==> src/source/mvu_pkg.sv <==
package mvu_pkg;

    parameter int LANES      = 8;   // Elements per vector word
    parameter int ELEM_W     = 4;   // Bits per element
    parameter int ADDR_W     = 9;   // Both memories, 512 deep
    parameter int CNT_W      = 10;  // Job step countdown
    parameter int ACC_W      = 27;  // Accumulator width
    parameter int SCALE_W    = 16;  // Scaler operand, signed
    parameter int PROD_W     = 48;  // Scaled product
    parameter int MSBIDX_W   = 6;   // Quantizer window MSB index
    parameter int OUT_W      = 16;  // Quantized result
    parameter int MEM_RD_LAT = 1;   // Memory read latency

    typedef logic [LANES*ELEM_W-1:0]   vec_word_t;
    typedef logic [ADDR_W-1:0]         addr_t;
    typedef logic [CNT_W-1:0]          cnt_t;
    typedef logic signed [SCALE_W-1:0] scale_t;
    typedef logic [MSBIDX_W-1:0]       msbidx_t;
    typedef logic signed [ACC_W-1:0]   acc_t;
    typedef logic [OUT_W-1:0]          result_t;

    typedef struct packed {
        addr_t waddr;                   // Weight memory read address
        addr_t iaddr;                   // Data memory read address
    } addr_pair_t;

    typedef struct packed {
        vec_word_t wword;               // Weight vector word
        vec_word_t dword;               // Data vector word
    } operand_pair_t;

    // Lengths are stored as actual length minus one
    typedef struct packed {
        cnt_t    countdown;             // Steps in the job
        addr_t   wbaseaddr;
        addr_t   wstride;
        addr_t   wlength;
        addr_t   ibaseaddr;
        addr_t   istride;
        addr_t   ilength;
        logic    d_signed;              // Data lanes signed
        logic    w_signed;              // Weight lanes signed
        scale_t  scaler_b;              // Multiplicative scaler
        msbidx_t quant_msbidx;          // Top bit of output window
    } job_cfg_t;

endpackage
==> src/source/scale_quant_stage.sv <==
module scale_quant_stage (
    input  logic                clk,
    input  logic                rst_n,
    input  mvu_pkg::job_cfg_t   cfg,
    input  logic                sum_valid,
    input  mvu_pkg::acc_t       sum,
    output logic                result_valid,
    output mvu_pkg::result_t    result
);

    localparam int PROD_W = mvu_pkg::PROD_W;
    localparam int OUT_W  = mvu_pkg::OUT_W;

    mvu_pkg::scale_t         scaler_q;  // Scaler one cycle behind cfg
    mvu_pkg::msbidx_t        msbidx_q;
    logic signed [PROD_W-1:0] scaled;

    // A following job reloads cfg the cycle before this job's sum
    always_ff @(posedge clk) begin
        scaler_q <= cfg.scaler_b;
        msbidx_q <= cfg.quant_msbidx;
    end

    assign scaled = sum * scaler_q;     // Signed, full width

    always_ff @(posedge clk) begin
        if (!rst_n) begin
            result_valid <= 1'b0;
        end else begin
            result_valid <= sum_valid;
        end
        if (sum_valid) begin
            result <= scaled[msbidx_q -: OUT_W];  // Window below MSB, wraps
        end
    end

    a_msbidx_range: assert property (@(posedge clk) disable iff (!rst_n)
        sum_valid |-> (msbidx_q >= OUT_W - 1) && (msbidx_q < PROD_W))
        else $error("scale_quant_stage MSB index out of range");

endmodule

==> config.mk <==
export PLATFORM = sky130hd
export DESIGN_NAME = scale_quant_stage
export DESIGN_NICKNAME = d
export VERILOG_FILES = /design/src/source/mvu_pkg.sv /design/src/source/scale_quant_stage.sv
export SDC_FILE = /design/constraint.sdc
export NUM_CORES = 1
export LEC_CHECK = 0
export BUFFER_PORTS_ARGS = -buffer_cell sky130_fd_sc_hd__buf_4
export CAP_MARGIN = 20
export CELL_PAD_IN_SITES_DETAIL_PLACEMENT = 0
export CELL_PAD_IN_SITES_GLOBAL_PLACEMENT = 2
export CORE_MARGIN = 2
export CORE_UTILIZATION = 35
export DETAILED_ROUTE_END_ITERATION = 16
export GPL_TIMING_DRIVEN = 1
export PLACE_DENSITY = 0.75
export SLEW_MARGIN = 20
export SYNTH_ARGS = -nofsm -noshare
export SYNTH_HDL_FRONTEND = slang
export SYNTH_SLANG_ARGS = --single-unit
==> constraint.sdc <==
create_clock -name clk -period 7.9 [get_ports clk]
set_input_delay 0.79 -clock clk [delete_from_list [all_inputs] [get_ports clk]]
set_output_delay 0.79 -clock clk [all_outputs]
set_load 0.01 [all_outputs]
* Word-level counts from Yosys, hierarchy flattened
Index checks and enable logic that the tools add are counted. Widths: inputs -> output; s select.
Word-level totals: memory bits (writable) 0, memories 0, bits in latches 0, register bits 39, output and inout bits 17, word-level logic and storage cells 6, bits of input ports 118, ROM bits 0
Operators by class: divide/modulo/power cells 0, equal/unequal tests 0, shift-type cells 1, add/subtract/negate cells 0, reductions and logical operators 0, $lt $le $gt $ge 0, multiplexer cells 0, bitwise gates (word level) 0, multiply operators 1
Operator list (number):
- $shiftx 63x7->16 | 1
- $mul 27x16->43 | 1

* Logic depth before layout (Yosys ltp)
word-level depth 2, gate-level depth with buffers 28, depth with buffers taken out 25

* Worst setup path after synthesis
OpenSTA, ideal clock, no wires.
path kind in2reg, start point in sum[26], end point reg result[11], data pin, arrival 7.059 ns, path slack 0.667 ns, data required time 7.726 ns, library setup time 0.174 ns, cell stages on the path 24, cells stage by stage clkbuf_1 -> nand2_1 -> inv_1 -> fa_1 -> fa_1 -> inv_1 -> fa_1 -> fa_1 -> fa_1 -> fa_1 -> inv_1 -> ha_1 -> buf_2 -> and4_1 -> and2_1 -> a221oi_1 -> a21bo_2 -> a211oi_1 -> nand2b_1 -> a21oi_1 -> mux2_4 -> mux2_4 -> o2111a_1 -> a311oi_1
Between the ends: cells in the longest elaborated chain, start to end 2
Ends and longest elaborated chain:
- start: declaration | line scale_quant_stage.sv:6 | input mvu_pkg::acc_t sum,
- $mul 27x16->43 | line scale_quant_stage.sv:24 | assign scaled = sum * scaler_q;
- $shiftx 63x7->16 | line scale_quant_stage.sv:33 | result <= scaled[msbidx_q -: OUT_W];
- end signal: assignment | line scale_quant_stage.sv:33
- end: declaration | line scale_quant_stage.sv:8 | output mvu_pkg::result_t result
No other way between the ends. A chain may end at the register's enable or synchronous reset.

* Worst setup path in the final report
start point in sum[9], end point reg result[1], data pin
Same word-level chain as after synthesis.

==> results.yml <==
die:
  die_w_um: 240.2
  die_h_um: 240.2
  start_util_pct: 35.45
  io_pins: 135
  rows: 86
  die-area_um2: 57710
  coreArea_um2: 55090
setup_path:
  arrival_ps: 7620
  crit_type: "input port to flip-flop"
  critPathMaxFanout: 8
  critPathLaunchType: "input port"
  cp.required_ps: 7980
  endpoint_kind: "flip-flop"
clocking:
  clk_pin_slew_ps: 80
  cts_tree: "done"
  htreeDepth: 2
  holdBufCountCts: 0
  cts_sinks: 39
  root_buffer: "clkbuf_16"
  cts_buffers: 5
  insertion_delay_ps: 340
  cts_resized: 0
  cts_buffer_depth: 2
  cts_setup_buffers: 0
cells_and_area:
  fillers: 5621
  final-seq-area_um2: 943.4
  final_area_um2: 22350
  drive_gt1_share_pct: 14.90
  num_antenna_cells: 0
  multi_input_area_um2: 16850
  layout.nets: 3019
  syn_to_final_growth_pct: 14.43
route:
  dr.pass1.iters: 5
  viasPerCell: 5.150
  wire_per_inst_um: 18.16
  wl_um: 56850
  vias: 16120
  drc: 0
  drtIter0Drc: 934
  ant_nets: 0
place:
  io_buffers: 68
  place_congestion: 0.8795
  post-dp-hpwl_um: 48700
  dpl-instance-area_um2: 22180
timing:
  fmax_ghz: 0.1327
  skew_ps: 18.86
  finalSetupViolations: 0
  tightest_slew_ps: 803.8
  hold_ws_ps: 545.4
  period_share_pct: 95.38
  hold_viol_final: 0
  slew_violations: 0
  fin_tns_setup_ps: 0
  slew_headroom_pct: 46.41
  period_needed_ps: 7535
  rsz0062_at_grt: "false"
global_route:
  grt_max_degree: 56
  grt_pass1_wl_um: 96360
  grt_use_total_pct: 21.13
  antenna_found_initial: 0
  grt_pass1_vias: 17810
  gr-total-overflow: 0
flow_run:
  max_cap_viol_count: 0
outcome:
  status: "complete, no violations"
synth:
  synth_nets: 2862
  synthTopCellsByArea: "fa_1, ha_1, nand2_1, inv_1, and2_1"
  synthCells: 2224
  ys_types: 96
  syn_area_per_cell_um2: 8.782
  synth_edf_count: 16
  syn_area_um2: 19530
  yosysMostFrequentCell: "fa_1"
  synth.ff_latch_count: 39
  synth_top_area_cell: "fa_1"
  ys_warn_count: 0
  synth_common_cells: "fa_1, nand2_1, inv_1"
  yosysSeqAreaShare_pct: 4.817
  async_flop_share_pct: 0
  synth_top_area_share_pct: 42.64
  synth_flop_cell: "dfxtp_1"
worst_hold_path:
  hold_path_class: "input port to flip-flop"
## area by class of cell
cell class / count / area share, %
Clock inverter: 3 / 0.1959
Sequential cell: 39 / 4.221
Inverter: 324 / 5.441
Multi-Input combinational cell: 1730 / 75.40
Clock buffer: 5 / 0.5598
Timing Repair Buffer: 281 / 9.998
Tap cell: 748 / 4.187
## cell usage in the layout, fill, tap and decap left out, types with 62 or more instances in the layout
cell / netlist / routed
a21oi_1: 90 / 90
and2_1: 184 / 184
buf_4: 1 / 271
fa_1: 416 / 416
ha_1: 104 / 104
inv_1: 322 / 321
nand2_1: 326 / 326
nor2_1: 89 / 89
o21ai_0: 62 / 62
## cells by family (layout without fill, tap and decap cells)
family	after synthesis	after routing	synth area share, %
flops	39	39	4.817
buf+inv	455	613	8.937
simple gates	744	744	18.70
xor+xnor	37	37	1.659
compound gates	375	375	13.29
fa+ha+maj	520	520	49.30
mux	54	54	3.293
## routing by layer
layer | share of wire, % | wire [um] | up-vias | global-route usage (%)
met4 | 1.5 | 829 | 0 | 3.990
met5 | 0 | 0 | - | 0
li1 | - | - | 7499 | -
met3 | 3.1 | 1766 | 41 | 1.722
met1 | 46 | 26230 | 8295 | 29.15
met2 | 49 | 28020 | 284 | 36.49
## sequential cells by signal, indices dropped and copies added, names as in the netlist
name,cells
result,16
result_valid,1
scaler_q,16
msbidx_q,6
## worst paths after layout
path	from	end	slack, ps	depth (start not counted)
setup reg to reg	scaler_q[1]$_DFF_P_	result[1]$_DFFE_PP_	380	27
hold / removal	cfg[13]	scaler_q[7]$_DFF_P_	550	1
hold reg to reg	msbidx_q[5]$_DFF_P_	result[2]$_DFFE_PP_	830	3
setup / recovery	sum[9]	result[1]$_DFFE_PP_	370	27
## worst max-delay path, stage by stage
cell	delay, ps
buf_4	150
and2_1	180
fa_1	540
inv_1	60
fa_1	450
fa_1	540
inv_1	50
fa_1	530
inv_1	70
fa_1	450
fa_1	510
inv_1	50
ha_1	390
buf_4	160
nand4_1	130
nor4_1	240
a21boi_2	300
nor3_2	80
buf_4	170
o21a_1	180
o211ai_1	410
mux2_2	270
o22ai_1	80
a221oi_1	330
buf_4	180
o221ai_1	110
a21o_1	210
## per-stage QoR
stage / cells / setup WS (ps) / util (%)
3_5_place_dp: 3122 / 37.89 / 40.25
4_1_cts: 3130 / 352.9 / 40.56
6_report: 3130 / 365.1 / 40.57
3_3_place_gp: 3122 / -31.47 / 40.25
5_1_grt: 3130 / 16.12 / 40.57
2_1_floorplan: 2224 / 667.0 / -
Power is left out: the tool's default activity adds up to more than one toggle a clock period on the data nets, which glitch-free logic cannot reach.
