[src/source/mvu_pkg.sv]
package mvu_pkg;

    parameter int LANES      = 8;   // Elements per vector word
    parameter int ELEM_W     = 4;   // Bits per element
    parameter int ADDR_W     = 9;   // Both memories, 512 deep
    parameter int CNT_W      = 10;  // Job step countdown
    parameter int ACC_W      = 27;  // Accumulator width
    parameter int SCALE_W    = 16;  // Scaler operand, signed
    parameter int PROD_W     = 48;  // Scaled product
    parameter int MSBIDX_W   = 6;   // Quantizer window MSB index
    parameter int OUT_W      = 16;  // Quantized result
    parameter int MEM_RD_LAT = 1;   // Memory read latency

    typedef logic [LANES*ELEM_W-1:0]   vec_word_t;
    typedef logic [ADDR_W-1:0]         addr_t;
    typedef logic [CNT_W-1:0]          cnt_t;
    typedef logic signed [SCALE_W-1:0] scale_t;
    typedef logic [MSBIDX_W-1:0]       msbidx_t;
    typedef logic signed [ACC_W-1:0]   acc_t;
    typedef logic [OUT_W-1:0]          result_t;

    typedef struct packed {
        addr_t waddr;                   // Weight memory read address
        addr_t iaddr;                   // Data memory read address
    } addr_pair_t;

    typedef struct packed {
        vec_word_t wword;               // Weight vector word
        vec_word_t dword;               // Data vector word
    } operand_pair_t;

    // Lengths are stored as actual length minus one
    typedef struct packed {
        cnt_t    countdown;             // Steps in the job
        addr_t   wbaseaddr;
        addr_t   wstride;
        addr_t   wlength;
        addr_t   ibaseaddr;
        addr_t   istride;
        addr_t   ilength;
        logic    d_signed;              // Data lanes signed
        logic    w_signed;              // Weight lanes signed
        scale_t  scaler_b;              // Multiplicative scaler
        msbidx_t quant_msbidx;          // Top bit of output window
    } job_cfg_t;

endpackage
[src/source/job_ctrl.sv]
module job_ctrl (
    input  logic                clk,
    input  logic                rst_n,
    input  logic                start,
    input  mvu_pkg::cnt_t       countdown,
    input  mvu_pkg::addr_t      wbaseaddr,
    input  mvu_pkg::addr_t      wstride,
    input  mvu_pkg::addr_t      wlength,
    input  mvu_pkg::addr_t      ibaseaddr,
    input  mvu_pkg::addr_t      istride,
    input  mvu_pkg::addr_t      ilength,
    input  logic                d_signed,
    input  logic                w_signed,
    input  mvu_pkg::scale_t     scaler_b,
    input  mvu_pkg::msbidx_t    quant_msbidx,
    output mvu_pkg::job_cfg_t   cfg,
    output logic                run,
    output logic                done,
    output logic                irq
);

    mvu_pkg::cnt_t remaining;           // Steps left including current
    logic          accept;              // Start seen while idle
    logic          finish;              // Last run cycle

    assign accept = start && !run;
    assign finish = run && (remaining == mvu_pkg::cnt_t'(1));

    // Configuration buffer, held for the whole job
    always_ff @(posedge clk) begin
        if (accept) begin
            cfg <= '{countdown: countdown, wbaseaddr: wbaseaddr, wstride: wstride,
                     wlength: wlength, ibaseaddr: ibaseaddr, istride: istride,
                     ilength: ilength, d_signed: d_signed, w_signed: w_signed,
                     scaler_b: scaler_b, quant_msbidx: quant_msbidx};
        end
    end

    always_ff @(posedge clk) begin
        if (!rst_n) begin
            run       <= 1'b0;
            done      <= 1'b0;
            irq       <= 1'b0;
            remaining <= '0;
        end else begin
            done <= finish;             // Single cycle after last step
            if (accept) begin
                run       <= 1'b1;
                remaining <= countdown;
                irq       <= 1'b0;      // New job clears pending irq
            end else if (run) begin
                remaining <= remaining - 1'b1;
                if (finish) begin
                    run <= 1'b0;
                    irq <= 1'b1;        // Held until next start
                end
            end
        end
    end

    a_countdown_nonzero: assert property (@(posedge clk) disable iff (!rst_n)
        accept |-> countdown != '0)
        else $error("job_ctrl started with zero countdown");

endmodule

[config.mk]
export PLATFORM = sky130hd
export DESIGN_NAME = job_ctrl
export DESIGN_NICKNAME = d
export VERILOG_FILES = /design/src/source/mvu_pkg.sv /design/src/source/job_ctrl.sv
export SDC_FILE = /design/constraint.sdc
export NUM_CORES = 1
export LEC_CHECK = 0
export BUFFER_PORTS_ARGS = -buffer_cell sky130_fd_sc_hd__buf_2
export CORE_UTILIZATION = 44
export CTS_CLUSTER_SIZE = 24
export DETAILED_ROUTE_END_ITERATION = 8
export PLACE_DENSITY = 0.87
export SYNTH_ARGS = -nofsm -noshare
export SYNTH_HDL_FRONTEND = slang
export SYNTH_SLANG_ARGS = --single-unit
export TNS_END_PERCENT = 50
[constraint.sdc]
create_clock -name clk -period 3.2 [get_ports clk]
set_input_delay 0.32 -clock clk [delete_from_list [all_inputs] [get_ports clk]]
set_output_delay 0.32 -clock clk [all_outputs]
set_load 0.03 [all_outputs]
### Word-level counts from Yosys, hierarchy flattened

Cells that the tools add are included.

* multiplexer cells: 5
* reduce and logical (&&, ||, !) cells: 6
* add/sub/neg operators: 1
* eq/ne operators: 1
* bitwise gates (word level): 1

Operators by type and width (number)
* 10-bit two-way mux: 2
* 10-bit by 1-bit equality test with 1-bit output, second input constant: 1
* 10-bit by 1-bit subtractor with 10-bit output, second input constant: 1
* 1-bit two-way mux: 3
* 1-bit logical AND: 2
* 2-bit AND reduction: 1
* 2-bit nonzero test: 1
* 2-bit OR reduction: 1
* 1-bit zero test: 1
* 1-bit NOT: 1

* bits in registers: 101
* input bits: 91
* word-level logic and storage cells: 29

### Longest topological paths before layout

* word-level depth: 5
* gate-level depth with buffers: 7
* depth with buffers taken out: 6

### Worst setup path after synthesis

No wires, ideal clock.

* path type: register -> register
* start: reg run
* end: reg remaining[9]
* arrival: 2355 ps
* stages on the path, launching flop included: 8
* setup slack: 787 ps
* path buffers: 2
* path through: dfxtp_1 -> buf_6 -> nand2b_1 -> buf_2 -> inv_2 -> nand2_1 -> a21oi_1 -> mux2_4

* word-level cells in the longest chain between the ends: 3
* elaborated cells between the ends (all ways): 4
* those cells by class: mux (1); reduce/logical (3)

Ends and longest elaborated chain
* start: declaration: RTL line job_ctrl.sv:17 `output logic run,`
* start signal: assignment: RTL line job_ctrl.sv:41 `run <= 1'b0;`
* start signal: assignment: RTL line job_ctrl.sv:48 `run <= 1'b1;`
* start signal: assignment: RTL line job_ctrl.sv:54 `run <= 1'b0;`
* 1-bit zero test (*): RTL line job_ctrl.sv:26 `assign accept = start && !run;`
* 1-bit logical AND (*): RTL line job_ctrl.sv:26
* named net accept: RTL line job_ctrl.sv:23 `logic accept;`
* 10-bit two-way mux / 2-bit nonzero test (equally long branches)
* end signal: assignment: RTL line job_ctrl.sv:49 `remaining <= countdown;`
* end signal: assignment: RTL line job_ctrl.sv:52 `remaining <= remaining - 1'b1;`
* end: declaration: RTL line job_ctrl.sv:22 `mvu_pkg::cnt_t remaining;`

The timed path passes the listed nets; every way through them passes the cells marked *.
A chain may end at the register's enable or synchronous reset.

### Worst setup path after layout

Same ends and word-level chain as after synthesis.

==> flow_summary.toml <==
[outcome]
status = "completed"

[cts]
cts_buffer_depth = 2
insertion_delay_ns = 0.35
clock-sinks = 101
htree_levels = 3
clk_pin_slew_worst_paths_ns = 0.09
cts_tree = "built"
cts_root_buf = "clkbuf_8"
cts_resized = 0
ctsHoldBuffers = 0
cts_setup_buffers = 0
cts_buffers = 9

[synth]
synth_area_mm2 = 0.00332
seq_area_frac_synth = 0.875
syn_inst = 163
avgSynthCellArea_um2 = 20.3
yosysTopAreaCell = "edfxtp_1"
synth_cell_types = 37
synth_fp_nets = 256
synth_edf_count = 88
synthArstFlopShare = 0
yosysTopAreaCellShare = 0.797
synth.area.top_cells = "edfxtp_1, dfxtp_1, nand2_1"
synth_ff_type = "edfxtp_1"
yosys_warnings = 0
synth_seq_cells = 101

[global_routing]
track_usage = 0.182
grt_pass1_vias = 1898
grt_pass1_wl_um = 9980
met2_usage = 0.342
busiest_layer = "met2"
use_met1 = 0.181
grt_max_degree = 97
antenna_found_initial = 0
overflow = 0
grt_use_met3 = 0.0504

[routing]
route.detailed.drc = 0
firstDrtPassIters = 5
totalWireLength_um = 7200
wl_per_cell_um = 15.7
vias_per_cell = 4.66
vias = 2128
ant_nets = 0
first_iter_violations = 86

[die]
die_h_um = 88.8
die_area_mm2 = 0.00789
start_util = 0.457
die_w_um = 88.8
core_area_mm2 = 0.00725
io_pins = 182
rows = 31

[power_and_ir_drop]
p_clk_frac = 0.287
p_seq_frac = 0.582
p_per_area_mw_per_mm2 = 591
vdd_drop_max_v = 0.000270
p_switching_mw = 0.677
p_leak_nw = 1.91
p_int_mw = 2.00
p_comb_frac = 0.131
switching_share = 0.253

[finish]
final_cell_mix = "buf_2, edfxtp_1, dfxtp_1"
fillers = 563
final_common_cell = "buf_2"
nets = 446
area_delta_synth_final_pct = 36.3
fin_util = 0.623
layout-drive-gt1-share = 0.571

[timing]
hold_viol = 0
maxSlewHeadroom = 0.257
worst_pin_slew_ns = 1.11
final-setup-viol-count = 0
period_share = 0.693
period_minus_slack_ns = 2.22
post-route-worst-setup-slack_ns = 0.982
slew_viol_final = 0
fin_setup_tns_ns = 0
rsz0062_at_grt = "false"
max_freq_mhz = 451
clock_skew_ns = 0.00496

[setup_path]
cp-end-kind = "register"
cp-start-kind = "register"
worst_ep_arrival_time_ns = 2.52
crit_type = "reg -> reg"
critPathRequiredTime_ns = 3.50
crit_fanout = 96

[min_path]
hold_path.class = "in -> reg"

[place]
port_buffers = 181
dp_hpwl_um = 5310
gp_congestion = 0.796
post-place-ws_ns = 0.978

[run]
drv_cap = 0
kinds of logic after synthesis:
| family | after synthesis | share of synthesized area |
|---|---|---|
| flip-flops | 101 | 0.875 |
| multiplexers | 3 | 0.0109 |
| buffers and inverters | 6 | 0.00943 |
| AO/OA/AOI/OAI | 21 | 0.0438 |
| AND/OR/NAND/NOR | 29 | 0.0502 |
| XOR/XNOR | 1 | 0.00264 |
| adder cells (fa/ha/maj) | 2 | 0.00755 |
cells in the mapped netlist, types with 2 or more instances:
cell,n
edfxtp_1,88
dfxtp_1,13
nand2_1,9
nor2_1,7
a21oi_1,6
a211oi_1,3
a31oi_1,2
ha_1,2
inv_1,2
nand3_1,2
nor3_1,2
o21ai_0,2
path summary, 6_finish.rpt:
path                                 startpoint           end  slack [ns]  depth (start not counted)
worst max register to register              run  remaining[9]        0.98                          5
worst min register to register              irq           irq        0.51                          1
worst min-delay path            quant_msbidx[4]        cfg[4]        0.14                          1
worst max-delay path                        run  remaining[9]        0.98                          5
metrics by stage:
stage	instance area (um^2)	instances	hold WS [ns]	power, mW
global placement	4330	441	0.486	1.92
global route	4520	456	0.111	2.77
CTS	4520	456	0.123	2.69
finish	4520	457	0.137	2.67
detailed placement	4330	441	0.483	1.94
floorplan	3320	163	0.419	1.80
worst max-delay path, stage by stage (launching register included):
cell and delay, ns:
dfxtp_1 0.41, nand2b_1 0.34, inv_4 0.88, nand2_1 0.18
a21oi_1 0.19, mux2_4 0.16
per-layer routing:
layer / routed length (um) / vias to the layer above
li1: - / 1015
met1: 2440 / 1003
met2: 4100 / 99
met3: 524 / 11
met4: 136 / 0
met5: 0 / -
power by group through the flow:
stage	Sequential (mW)	Combinational [mW]	Clock, mW
finish	1.56	0.349	0.768
global route	1.57	0.377	0.830
CTS	1.56	0.351	0.780
detailed placement	1.59	0.350	0
global placement	1.58	0.338	0
floorplan	1.72	0.0852	0
layout make-up:
type,instances,area (um^2),area share
Timing Repair Buffer,181,906,0.200
Multi-Input combinational cell,56,382,0.0844
Clock buffer,9,124,0.0274
Antenna cell,1,2.50,0.000554
Sequential cell,101,2900,0.642
Inverter,4,17.5,0.00387
Clock inverter,6,62.6,0.0138
Tap cell,99,124,0.0274
sequential cells by signal (all words and copies together), names as in the netlist:
name / count
remaining: 10
cfg: 88
irq: 1
done: 1
run: 1
(Power assumes the default switching activity.)
