$ cat src/source/mvu_pkg.sv
package mvu_pkg;

    parameter int LANES      = 8;   // Elements per vector word
    parameter int ELEM_W     = 4;   // Bits per element
    parameter int ADDR_W     = 9;   // Both memories, 512 deep
    parameter int CNT_W      = 10;  // Job step countdown
    parameter int ACC_W      = 27;  // Accumulator width
    parameter int SCALE_W    = 16;  // Scaler operand, signed
    parameter int PROD_W     = 48;  // Scaled product
    parameter int MSBIDX_W   = 6;   // Quantizer window MSB index
    parameter int OUT_W      = 16;  // Quantized result
    parameter int MEM_RD_LAT = 1;   // Memory read latency

    typedef logic [LANES*ELEM_W-1:0]   vec_word_t;
    typedef logic [ADDR_W-1:0]         addr_t;
    typedef logic [CNT_W-1:0]          cnt_t;
    typedef logic signed [SCALE_W-1:0] scale_t;
    typedef logic [MSBIDX_W-1:0]       msbidx_t;
    typedef logic signed [ACC_W-1:0]   acc_t;
    typedef logic [OUT_W-1:0]          result_t;

    typedef struct packed {
        addr_t waddr;                   // Weight memory read address
        addr_t iaddr;                   // Data memory read address
    } addr_pair_t;

    typedef struct packed {
        vec_word_t wword;               // Weight vector word
        vec_word_t dword;               // Data vector word
    } operand_pair_t;

    // Lengths are stored as actual length minus one
    typedef struct packed {
        cnt_t    countdown;             // Steps in the job
        addr_t   wbaseaddr;
        addr_t   wstride;
        addr_t   wlength;
        addr_t   ibaseaddr;
        addr_t   istride;
        addr_t   ilength;
        logic    d_signed;              // Data lanes signed
        logic    w_signed;              // Weight lanes signed
        scale_t  scaler_b;              // Multiplicative scaler
        msbidx_t quant_msbidx;          // Top bit of output window
    } job_cfg_t;

endpackage
$ cat src/source/stage_if.sv
interface stage_if #(
    parameter type payload_t = logic
);

    logic     valid;                    // One item this cycle
    logic     first;                    // Item opens a job
    logic     last;                     // Item closes a job
    payload_t payload;

    modport src (output valid, first, last, payload);
    modport dst (input valid, first, last, payload);

endinterface

$ cat src/source/shacc_stage.sv
module shacc_stage (
    input  logic          clk,
    input  logic          rst_n,
    stage_if.dst          prod_link,
    output logic          sum_valid,
    output mvu_pkg::acc_t sum
);

    logic job_open;                     // Between first and last item

    always_ff @(posedge clk) begin
        if (prod_link.valid) begin
            if (prod_link.first) begin
                sum <= prod_link.payload;           // Load opens the job
            end else begin
                sum <= sum + prod_link.payload;
            end
        end
    end

    always_ff @(posedge clk) begin
        if (!rst_n) begin
            sum_valid <= 1'b0;
            job_open  <= 1'b0;
        end else begin
            sum_valid <= prod_link.valid && prod_link.last;
            if (prod_link.valid) begin
                job_open <= !prod_link.last;        // Single-item jobs never open
            end
        end
    end

    a_item_in_open_job: assert property (@(posedge clk) disable iff (!rst_n)
        (prod_link.valid && !prod_link.first) |-> job_open)
        else $error("shacc_stage item without an open job");

endmodule

$ cat src/flat_wrapper.sv
// flat-port wrapper written by rule: the top's interface ports become plain ports
module shacc_stage_flat 
  (clk, rst_n, sum_valid, sum, prod_link_valid, prod_link_first, prod_link_last, prod_link_payload);
  stage_if prod_link_i ();
  input  logic clk;
  input  logic rst_n;
  output logic sum_valid;
  output mvu_pkg::acc_t sum;
  input wire logic [$bits(prod_link_i.valid)-1:0] prod_link_valid;
  input wire logic [$bits(prod_link_i.first)-1:0] prod_link_first;
  input wire logic [$bits(prod_link_i.last)-1:0] prod_link_last;
  input wire logic [$bits(prod_link_i.payload)-1:0] prod_link_payload;
  assign prod_link_i.valid = prod_link_valid;
  assign prod_link_i.first = prod_link_first;
  assign prod_link_i.last = prod_link_last;
  assign prod_link_i.payload = prod_link_payload;
  shacc_stage u_core (.clk(clk), .rst_n(rst_n), .prod_link(prod_link_i), .sum_valid(sum_valid), .sum(sum));
endmodule
$ cat config.mk
export PLATFORM = sky130hd
export DESIGN_NAME = shacc_stage_flat
export DESIGN_NICKNAME = d
export VERILOG_FILES = /design/src/source/mvu_pkg.sv /design/src/source/stage_if.sv /design/src/source/shacc_stage.sv /design/src/flat_wrapper.sv
export SDC_FILE = /design/constraint.sdc
export NUM_CORES = 1
export LEC_CHECK = 0
export BUFFER_PORTS_ARGS = -buffer_cell sky130_fd_sc_hd__buf_2
export CORE_MARGIN = 2
export CORE_UTILIZATION = 50
export CTS_BUF_LIST = sky130_fd_sc_hd__clkbuf_8
export DETAILED_ROUTE_END_ITERATION = 7
export PLACE_DENSITY = 0.76
export SYNTH_ARGS = -nofsm -noshare
export SYNTH_HDL_FRONTEND = slang
export SYNTH_SLANG_ARGS = --single-unit
$ cat constraint.sdc
create_clock -name clk -period 1.7 [get_ports clk]
set_input_delay 0.255 -clock clk [delete_from_list [all_inputs] [get_ports clk]]
set_output_delay 0.255 -clock clk [all_outputs]
set_load 0.05 [all_outputs]
-- After elaboration in Yosys (flattened, before gate mapping)
Index checks and enable logic that the tools add are counted.
- bits in registers: 28
- reductions and logical operators: 1
- add/subtract/negate cells: 1
- mux-type cells: 1
- operators by type and width (kind ; number):
    $add 27x1->27 ; 1
    $logic_and 1x1->1 ; 1
    $mux 1 ; 1

-- Depth between registers and ports, before layout
Gate-level depths: netlist (run 1).
- word-level depth: 2
- mapped depth: 7
- mapped depth without buffers: 6

-- Worst setup path before layout (run 1)
No wires, ideal clock.
- kind: register to register
- start: register u_core.sum[0]
- end: register u_core.sum[24] (data pin)
- setup slack: -0.651 ns
- clock period less this slack: 2.351 ns
- arrival: 2.205 ns
- cell stages (with the launch flop): 8
- path through: edfxtp_1 > ha_1 > ha_1 > and4_1 > buf_2 > nand3_2 > or4_1 > a21oi_1
- word-level cells in the longest chain between the ends: 1
- RTL lines (item ; line ; RTL):
    from (decl) ; shacc_stage.sv:6 ; output mvu_pkg::acc_t sum
    from (signal assigned) ; shacc_stage.sv:14 ; sum <= prod_link.payload;
    from (signal assigned) ; shacc_stage.sv:16 ; sum <= sum + prod_link.payload;
    $add 27x1->27 ; shacc_stage.sv:16 ;
No other way between the ends.
A chain may end at the register's enable or synchronous reset.

-- Worst setup path after layout (run 1)
- start: register u_core.sum[0]
- end: register u_core.sum[26] (data pin)
Same word-level chain as after synthesis.

==> results by group, run 1 <==
Run status
  – Status: complete, but fails checks
  – Violated checks: negative setup slack

Power and ir drop
  – Pwr Total: around 1.8 mW
  – P per Cell Area: 770.7 mW/mm^2
  – VDD IR max: 0.0004993 V
  – Pleak: roughly 0.89 nW

Yosys
  – Synth async-reset ratio: 0%
  – Top cell type's share of synthesized area: 52.34%
  – Leading area contributor after synthesis: edfxtp_1
  – Ranking of synthesized cells by area: edfxtp_1 52%, a21oi_1 4.2%, or4_1 3.9%
  – Synth unique cells: 30
  – FF+latch count, synth: 28
  – YS warnings: 0
  – Top cells by instance count after synthesis: 27 x edfxtp_1, 13 x a21oi_1, 11 x nor2_1
  – Avg Cell Area, Syn: 10.83 sq um
  – Mapped Cells: 143
  – Number of flops mapped to enable cells by yosys: 27
  – Most common cell in the netlist: edfxtp_1
  – Syn nets: between 150 and 200
  – Prevailing post-synth register cell: edfxtp_1
  – Post-Syn Area: 0.001549 sq mm
  – Register area share after synthesis: between 50 and 60%

Die
  – DIE HEIGHT: 59.66 um
  – Initial core utilization: 51.58%
  – Die ar.: 0.003559 sq mm
  – Core Footprint: 0.003003 sq mm
  – Ports: 34
  – Die W: 59.66 um
  – Core Rows: 20

Clock tree
  – Clk_lat worst skew: 0.29 ns
  – CTS Root Buffer Type: clkbuf_8
  – Clock slew at the register clock pins of the worst setup and hold paths: 0.11 ns
  – Clk sinks: 28
  – Cts bufs inserted: 3
  – CTS tree: yes
  – Max Buffers Root-to-Sink: 2
  – Hold_buf cts: 0
  – H-tree levels: 1

Timing
  – Headroom to the max-slew limit: 55.51%
  – Fin. Hold Viols: 0
  – Worst Setup Slack, final: -0.1788 ns
  – Unrepaired setup endpoints after global routing: true
  – Final period util: 110.5%
  – Final slew viol count: 0
  – Crit path time final: about 1.9 ns
  – Final setup skew: about 0.0058 ns
  – F_max: 0.5323 GHz
  – Final setup vio count: 17
  – Worst-Margin Slew: 0.6674 ns

Worst setup path
  – RR Endpoint: u_core.sum[26]
  – Crit path arrival time: 2.02 ns
  – Crit Reg-Reg Startpoint: u_core.sum[0]
  – Most frequent CP cell: ha_4
  – Crit. End Element: flip-flop
  – Slowest-stage cell, CP: or4_1
  – Crit Path Max Fanout: 4
  – R2R cell count: 6
  – Kind of critical path: reg2reg
  – CP Cell Sequence: ha_4 -> ha_4 -> and4_4 -> nand2_2 -> or4_1 -> a21oi_1
  – Flop-to-flop setup slack: -0.18 ns
  – Worst path required time: 1.84 ns
  – Crit path largest cell delay: 0.52 ns
  – Crit start category: flip-flop

Finish
  – Area grow syn2layout: 49.35%
  – Share of layout cells above drive strength 1: ~54%
  – NumNets Final: 223
  – Diode count: 0
  – Design Area, Final: 0.002313 sq mm
  – Filler Cells Inserted: about 190

Routing
  – DR pass1 iterations: 4
  – WL final: 4816 um
  – Initial DRC Count: 70
  – Via density: 6.287
  – DRC Markers: 0
  – Via count: 1553
  – Detail Route Antenna Nets: 0
  – Routed wire per std cell: 19.50 um

Place
  – Placed wire-length estimate: 2813 um
  – Final GP Congestion: 0.7934
  – PortBufs: 33
  – Placed Area: 0.001962 sq mm

Min path
  – Hold_sp: prod_link_last
  – Sink of the worst hold path: u_core.sum_valid
  – Worst hold path depth: 2
  – Worst min path class: in2reg

Global route
  – First-pass GRT wire length: between 6000 and 7000 um
  – Remaining global-route overflow: 0
  – GRT Overall Usage: 26.05%
  – Largest net degree at the start of global routing: 29
  – Initial antenna violation count: 0
  – Vias in the first global route: about 1.5k

Job
  – Max Cap Viol: 0
-- area by class of cell --
class | count | area [sq um] | share of cell area (%)
timing repair buffer | 73 | 491.7 | 21.25
tap | 33 | 41.29 | 1.785
sequential | 28 | 830.8 | 35.91
clock inverter | 1 | 30.03 | 1.298
inverter | 2 | 7.507 | 0.3245
clock buffer | 3 | 41.29 | 1.785
multi-input combinational | 107 | 870.8 | 37.64
-- metal layers --
layer | share of wire [%] | track usage, % | wire length, um
met1 | 38 | 30.45 | 1845
met5 | 0 | 0 | 0
met3 | 6.6 | 4.545 | 318
met2 | 53 | 45.65 | 2543
met4 | 2.2 | 12.70 | 108
-- how the worst max path moves through the flow --
stage / endpoint / slack (ns) / startpoint
2_1_floorplan: u_core.sum[17] / -0.54 / u_core.sum[0]
3_3_place_gp: u_core.sum[26] / -0.17 / prod_link_payload
3_5_place_dp: u_core.sum[26] / -0.25 / prod_link_payload
4_1_cts: u_core.sum[21] / -0.15 / u_core.sum[0]
5_1_grt: u_core.sum[19] / -0.21 / u_core.sum[0]
6_report: u_core.sum[26] / -0.18 / u_core.sum[0]
-- what timing repair did --
action / 4_1_cts / 5_1_grt
pin swaps: 20 / 13
setup endpoints to repair: 17 / 19
cloned: 0 / 0
buffers inserted: 6 / 3
gates resized for setup: 24 / 22
-- cells by family (layout without fill, tap and decap cells) --
group                      after synthesis  count (layout)  synth area share, %
DFF                                     28              28                53.64
adders and majority gates                2               2                1.615
xor gates and xnor gates                11              11                6.220
buffers and inverters                    8              79                2.988
AOI/OAI and AO/OA                       27              27                9.854
and+or+nand+nor                         66              66                24.96
muxes                                    1               1               0.7269
-- sequential cells by signal, indices dropped and copies added, names as in the netlist --
signal            flops
u_core.sum_valid      1
u_core.sum           27
-- worst max-delay path: cells and delay by family (launching register included) --
| kind | cells | cell delay (ns) |
|---|---|---|
| AO/OA/AOI/OAI | 1 | 0.16 |
| adder cells (fa/ha/maj) | 2 | 0.32 |
| flip-flops | 1 | 0.41 |
| AND/OR/NAND/NOR | 3 | 0.86 |
-- through the flow --
| step | hold WS (ns) | setup WS, ns | TNS (ns) | utilization (%) | cells |
|---|---|---|---|---|---|
| final | 0.1840 | -0.1788 | -1.509 | 77.04 | 247 |
| after global routing | 0.1974 | -0.2080 | -2.494 | 77.04 | 247 |
| after CTS | 0.1920 | -0.1510 | -0.8644 | 72.54 | 244 |
| after detailed placement | 0.4844 | -0.2472 | -2.428 | 65.33 | 234 |
| after global placement | 0.4808 | -0.1662 | -1.281 | 65.33 | 234 |
| after floorplan | 0.3675 | -0.5390 | -7.728 | - | 143 |
-- where the power goes --
group | internal [mW] | switching, mW | total (mW)
logic | 0.124 | 0.268 | 0.392
registers | 0.805 | 0.0379 | 0.843
clock network | 0.316 | 0.231 | 0.547
total | 1.25 | 0.538 | 1.78
-- layout by cell type, fill, tap and decap left out, drive strengths merged --
cell	netlist	layout
buf	3	73
edfxtp	27	27
a21oi	13	13
nor2	11	11
nand3	10	10
nand2	9	9
nand4	8	8
or4	8	8
o21ai	7	7
or3	7	7
o31ai	7	7
xnor2	6	6
xor2	5	5
and4	4	4
clkbuf	3	3
nor2b	2	2
nor4	2	2
inv	2	2
nor3	2	2
and3	2	2
ha	2	2
mux2	1	1
and2	1	1
bufinv	0	1
dfxtp	1	1
Note: power is estimated with default switching activity, not from simulation.
==> run 2: changes to the inputs <==
--- a/config.mk
+++ b/config.mk
@@ -11,6 +11,7 @@
 export CTS_BUF_LIST = sky130_fd_sc_hd__clkbuf_8
 export DETAILED_ROUTE_END_ITERATION = 7
 export PLACE_DENSITY = 0.76
+export SETUP_SLACK_MARGIN = 0.1
 export SYNTH_ARGS = -nofsm -noshare
 export SYNTH_HDL_FRONTEND = slang
 export SYNTH_SLANG_ARGS = --single-unit
==> run 2 against run 1 <==
The flow still finishes with violations (negative setup slack); worst hold slack improved by 0.019 ns; power fell by 10%; via count fell by 2.4%; critical path depth rose by 1; design area fell by 0.65%; utilization fell by 0.50 points; largest cell class unchanged.
==> results by group, run 2 (synthesis gave the netlist of run 1 again) <==
Timing
  – F_max: 0.5432 GHz (+2.1%)
  – Final setup vio count: 17 (unchanged)
  – Fin. Hold Viols: 0 (unchanged)
  – Crit path time final: 1.841 ns (-0.03799 ns)
  – Worst-Margin Slew: 0.6331 ns (-0.03425 ns)
  – Headroom to the max-slew limit: 57.79% (+2.3 points)
  – Final setup skew: 0.003010 ns (-0.002809 ns)
  – Final period util: 108.3% (-2.2 points)
  – Unrepaired setup endpoints after global routing: true
  – Final slew viol count: 0 (unchanged)
  – Worst Setup Slack, final: -0.1408 ns (+0.03799 ns)

Die
  – Ports: 34 (unchanged)
  – Initial core utilization: 51.58% (unchanged)
  – DIE HEIGHT: 59.66 um (unchanged)
  – Die ar.: 0.003559 sq mm (unchanged)
  – Die W: 59.66 um (unchanged)
  – Core Footprint: 0.003003 sq mm (unchanged)
  – Core Rows: 20 (unchanged)

Finish
  – Biggest register: u_core.sum
  – Filler Cells Inserted: 186 (+0.54%)
  – Commonest non-fill, non-tap cell in the layout: buf_2
  – NumNets Final: 221 (-0.90%)
  – Biggest regs: u_core.sum x27, u_core.sum_valid x1
  – Area grow syn2layout: 48.38%
  – Multi-input logic area: 897.1 sq um (+3.0%)
  – Register area: 830.8 sq um (unchanged)
  – Most frequent cells in the layout: 33 x buf_2, 31 x buf_4, 27 x edfxtp_1
  – Number of flip-flops in the largest register: 27 (unchanged)
  – Core Util, Final: 76.54% (-0.50 points)
  – Design Area, Final: 0.002298 sq mm (-0.65%)
  – Share of layout cells above drive strength 1: 54.72% (+0.98 points)
  – Non-Filler Instances: 245 (-0.81%)
  – Diode count: 0 (unchanged)

Worst setup path
  – CP delay by family, top: simple AND/OR/NAND/NOR gates
  – CP Buf/Inv Count: 1 (+1)
  – Crit start category: flip-flop
  – Crit. End Element: flip-flop
  – Most frequent CP cell: ha_4
  – Crit Path Max Fanout: 4 (unchanged)
  – Crit path arrival time: 2.00 ns (-0.02 ns)
  – Crit path largest cell delay: 0.42 ns (-0.10 ns)
  – CP Cell Sequence: ha_4 -> ha_4 -> and4_4 -> buf_6 -> nand4_1 -> or4_1 -> nand2_1
  – Kind of critical path: reg2reg
  – Slowest-stage cell, CP: or4_1
  – Worst path required time: 1.86 ns (+0.02 ns)

Routing
  – Highest metal used: met4
  – Routed wl met3: 245 um (-23%)
  – DR pass1 iterations: 4 (unchanged)
  – WL final: 4413 um (-8.4%)
  – Met1 Wirelength: 1742 um (-5.6%)
  – Initial DRC Count: 124 (+77%)
  – Routed wire per std cell: 18.01 um (-7.6%)
  – Via count: 1515 (-2.4%)
  – Detail Route Antenna Nets: 0 (unchanged)
  – DRC Markers: 0 (unchanged)
  – Via density: 6.184 (-1.7%)
  – Routed met2 length: 2322 um (-8.7%)

Clock tree
  – Cts bufs inserted: 3 (unchanged)
  – Max Buffers Root-to-Sink: 2 (unchanged)
  – CTS Root Buffer Type: clkbuf_8
  – Clock slew at the register clock pins of the worst setup and hold paths: 0.10 ns (about the same)
  – Clk sinks: 28 (unchanged)
  – Hold_buf cts: 0 (unchanged)
  – H-tree levels: 1 (unchanged)
  – Clk_lat worst skew: 0.28 ns (about the same)
  – CTS tree: yes

Power and ir drop
  – VDD IR max: 0.0003572 V (-28%)
  – P per Cell Area: 696.5 mW/mm^2 (-9.6%)
  – Pleak: 0.8659 nW (-2.7%)

Place
  – Placed cells: 234 (unchanged)
  – Placed Area: 0.001962 sq mm (unchanged)
  – Final GP Congestion: 0.8151 (+2.7%)
  – PortBufs: 33 (unchanged)
  – Placed wire-length estimate: 2661 um (-5.4%)

Min path
  – Worst min path class: in2reg

Global route
  – Initial antenna violation count: 0 (unchanged)
  – Vias in the first global route: 1444 (-6.0%)
  – GRT Overall Usage: 24.37% (-1.7 points)
  – Remaining global-route overflow: 0 (unchanged)
  – Largest net degree at the start of global routing: 29 (unchanged)
  – First-pass GRT wire length: 6472 um (-6.4%)

Run status
  – Status: complete, but fails checks
  – Violated checks: negative setup slack

Job
  – Max Cap Viol: 0 (unchanged)
[run 2: changes by cell type in the layout (fill, tap and decap cells not counted), moves of 2 or more]
cell	before	now
o31ai_4	1	4
buf_4	33	31
nand2_2	2	4
o31ai_2	3	1
[run 2: path summary, 6_finish.rpt]
check / depth (start not counted) / to / slack [ns] / start
min reg2reg: 2 / u_core.sum[15] / 0.73 / u_core.sum[15]
max reg2reg: 7 / u_core.sum[14] / -0.14 / u_core.sum[0]
max: 7 / u_core.sum[14] / -0.14 / u_core.sum[0]
min: 2 / u_core.sum_valid / 0.20 / prod_link_last
[run 2: routing by layer]
| metal | GRT usage (%) | vias to the layer above |
|---|---|---|
| li1 | - | 693 |
| met1 | 29.96 | 732 |
| met2 | 42.24 | 77 |
| met3 | 3.463 | 13 |
| met4 | 10.79 | 0 |
| met5 | 0 | - |
[run 2: final cells by class]
cell class	instances	area share [%]
inverter	2	0.3266
timing repair buffer	71	20.74
multi-input combinational	107	39.03
clock inverter	1	0.1633
clock buffer	3	1.796
tap	33	1.796
sequential	28	36.15
[run 2: per-stage QoR]
stage / worst slack, ns / hold slack, ns / total power, mW / TNS (ns)
floorplan: -0.5390 / 0.3675 / 1.069 / -7.728
global placement: -0.1674 / 0.4799 / 1.176 / -1.387
detailed placement: -0.2610 / 0.4998 / 1.188 / -2.404
CTS: -0.1430 / 0.2108 / 1.565 / -1.235
global route: -0.2421 / 0.2245 / 1.655 / -2.779
finish: -0.1408 / 0.2029 / 1.601 / -1.584
[run 2: power breakdown]
part	internal (mW)	total [mW]	switching [mW]
clock network	0.163	0.382	0.219
logic	0.117	0.377	0.260
registers	0.805	0.843	0.0372
total	1.08	1.60	0.516
[run 2: what timing repair did]
item / in CTS / in global routing
setup buffers: 2 / 5
endpoints found under the setup margin: 19 / 19
pin swaps: 26 / 10
gates resized for setup: 19 / 33
cloned: 0 / 0
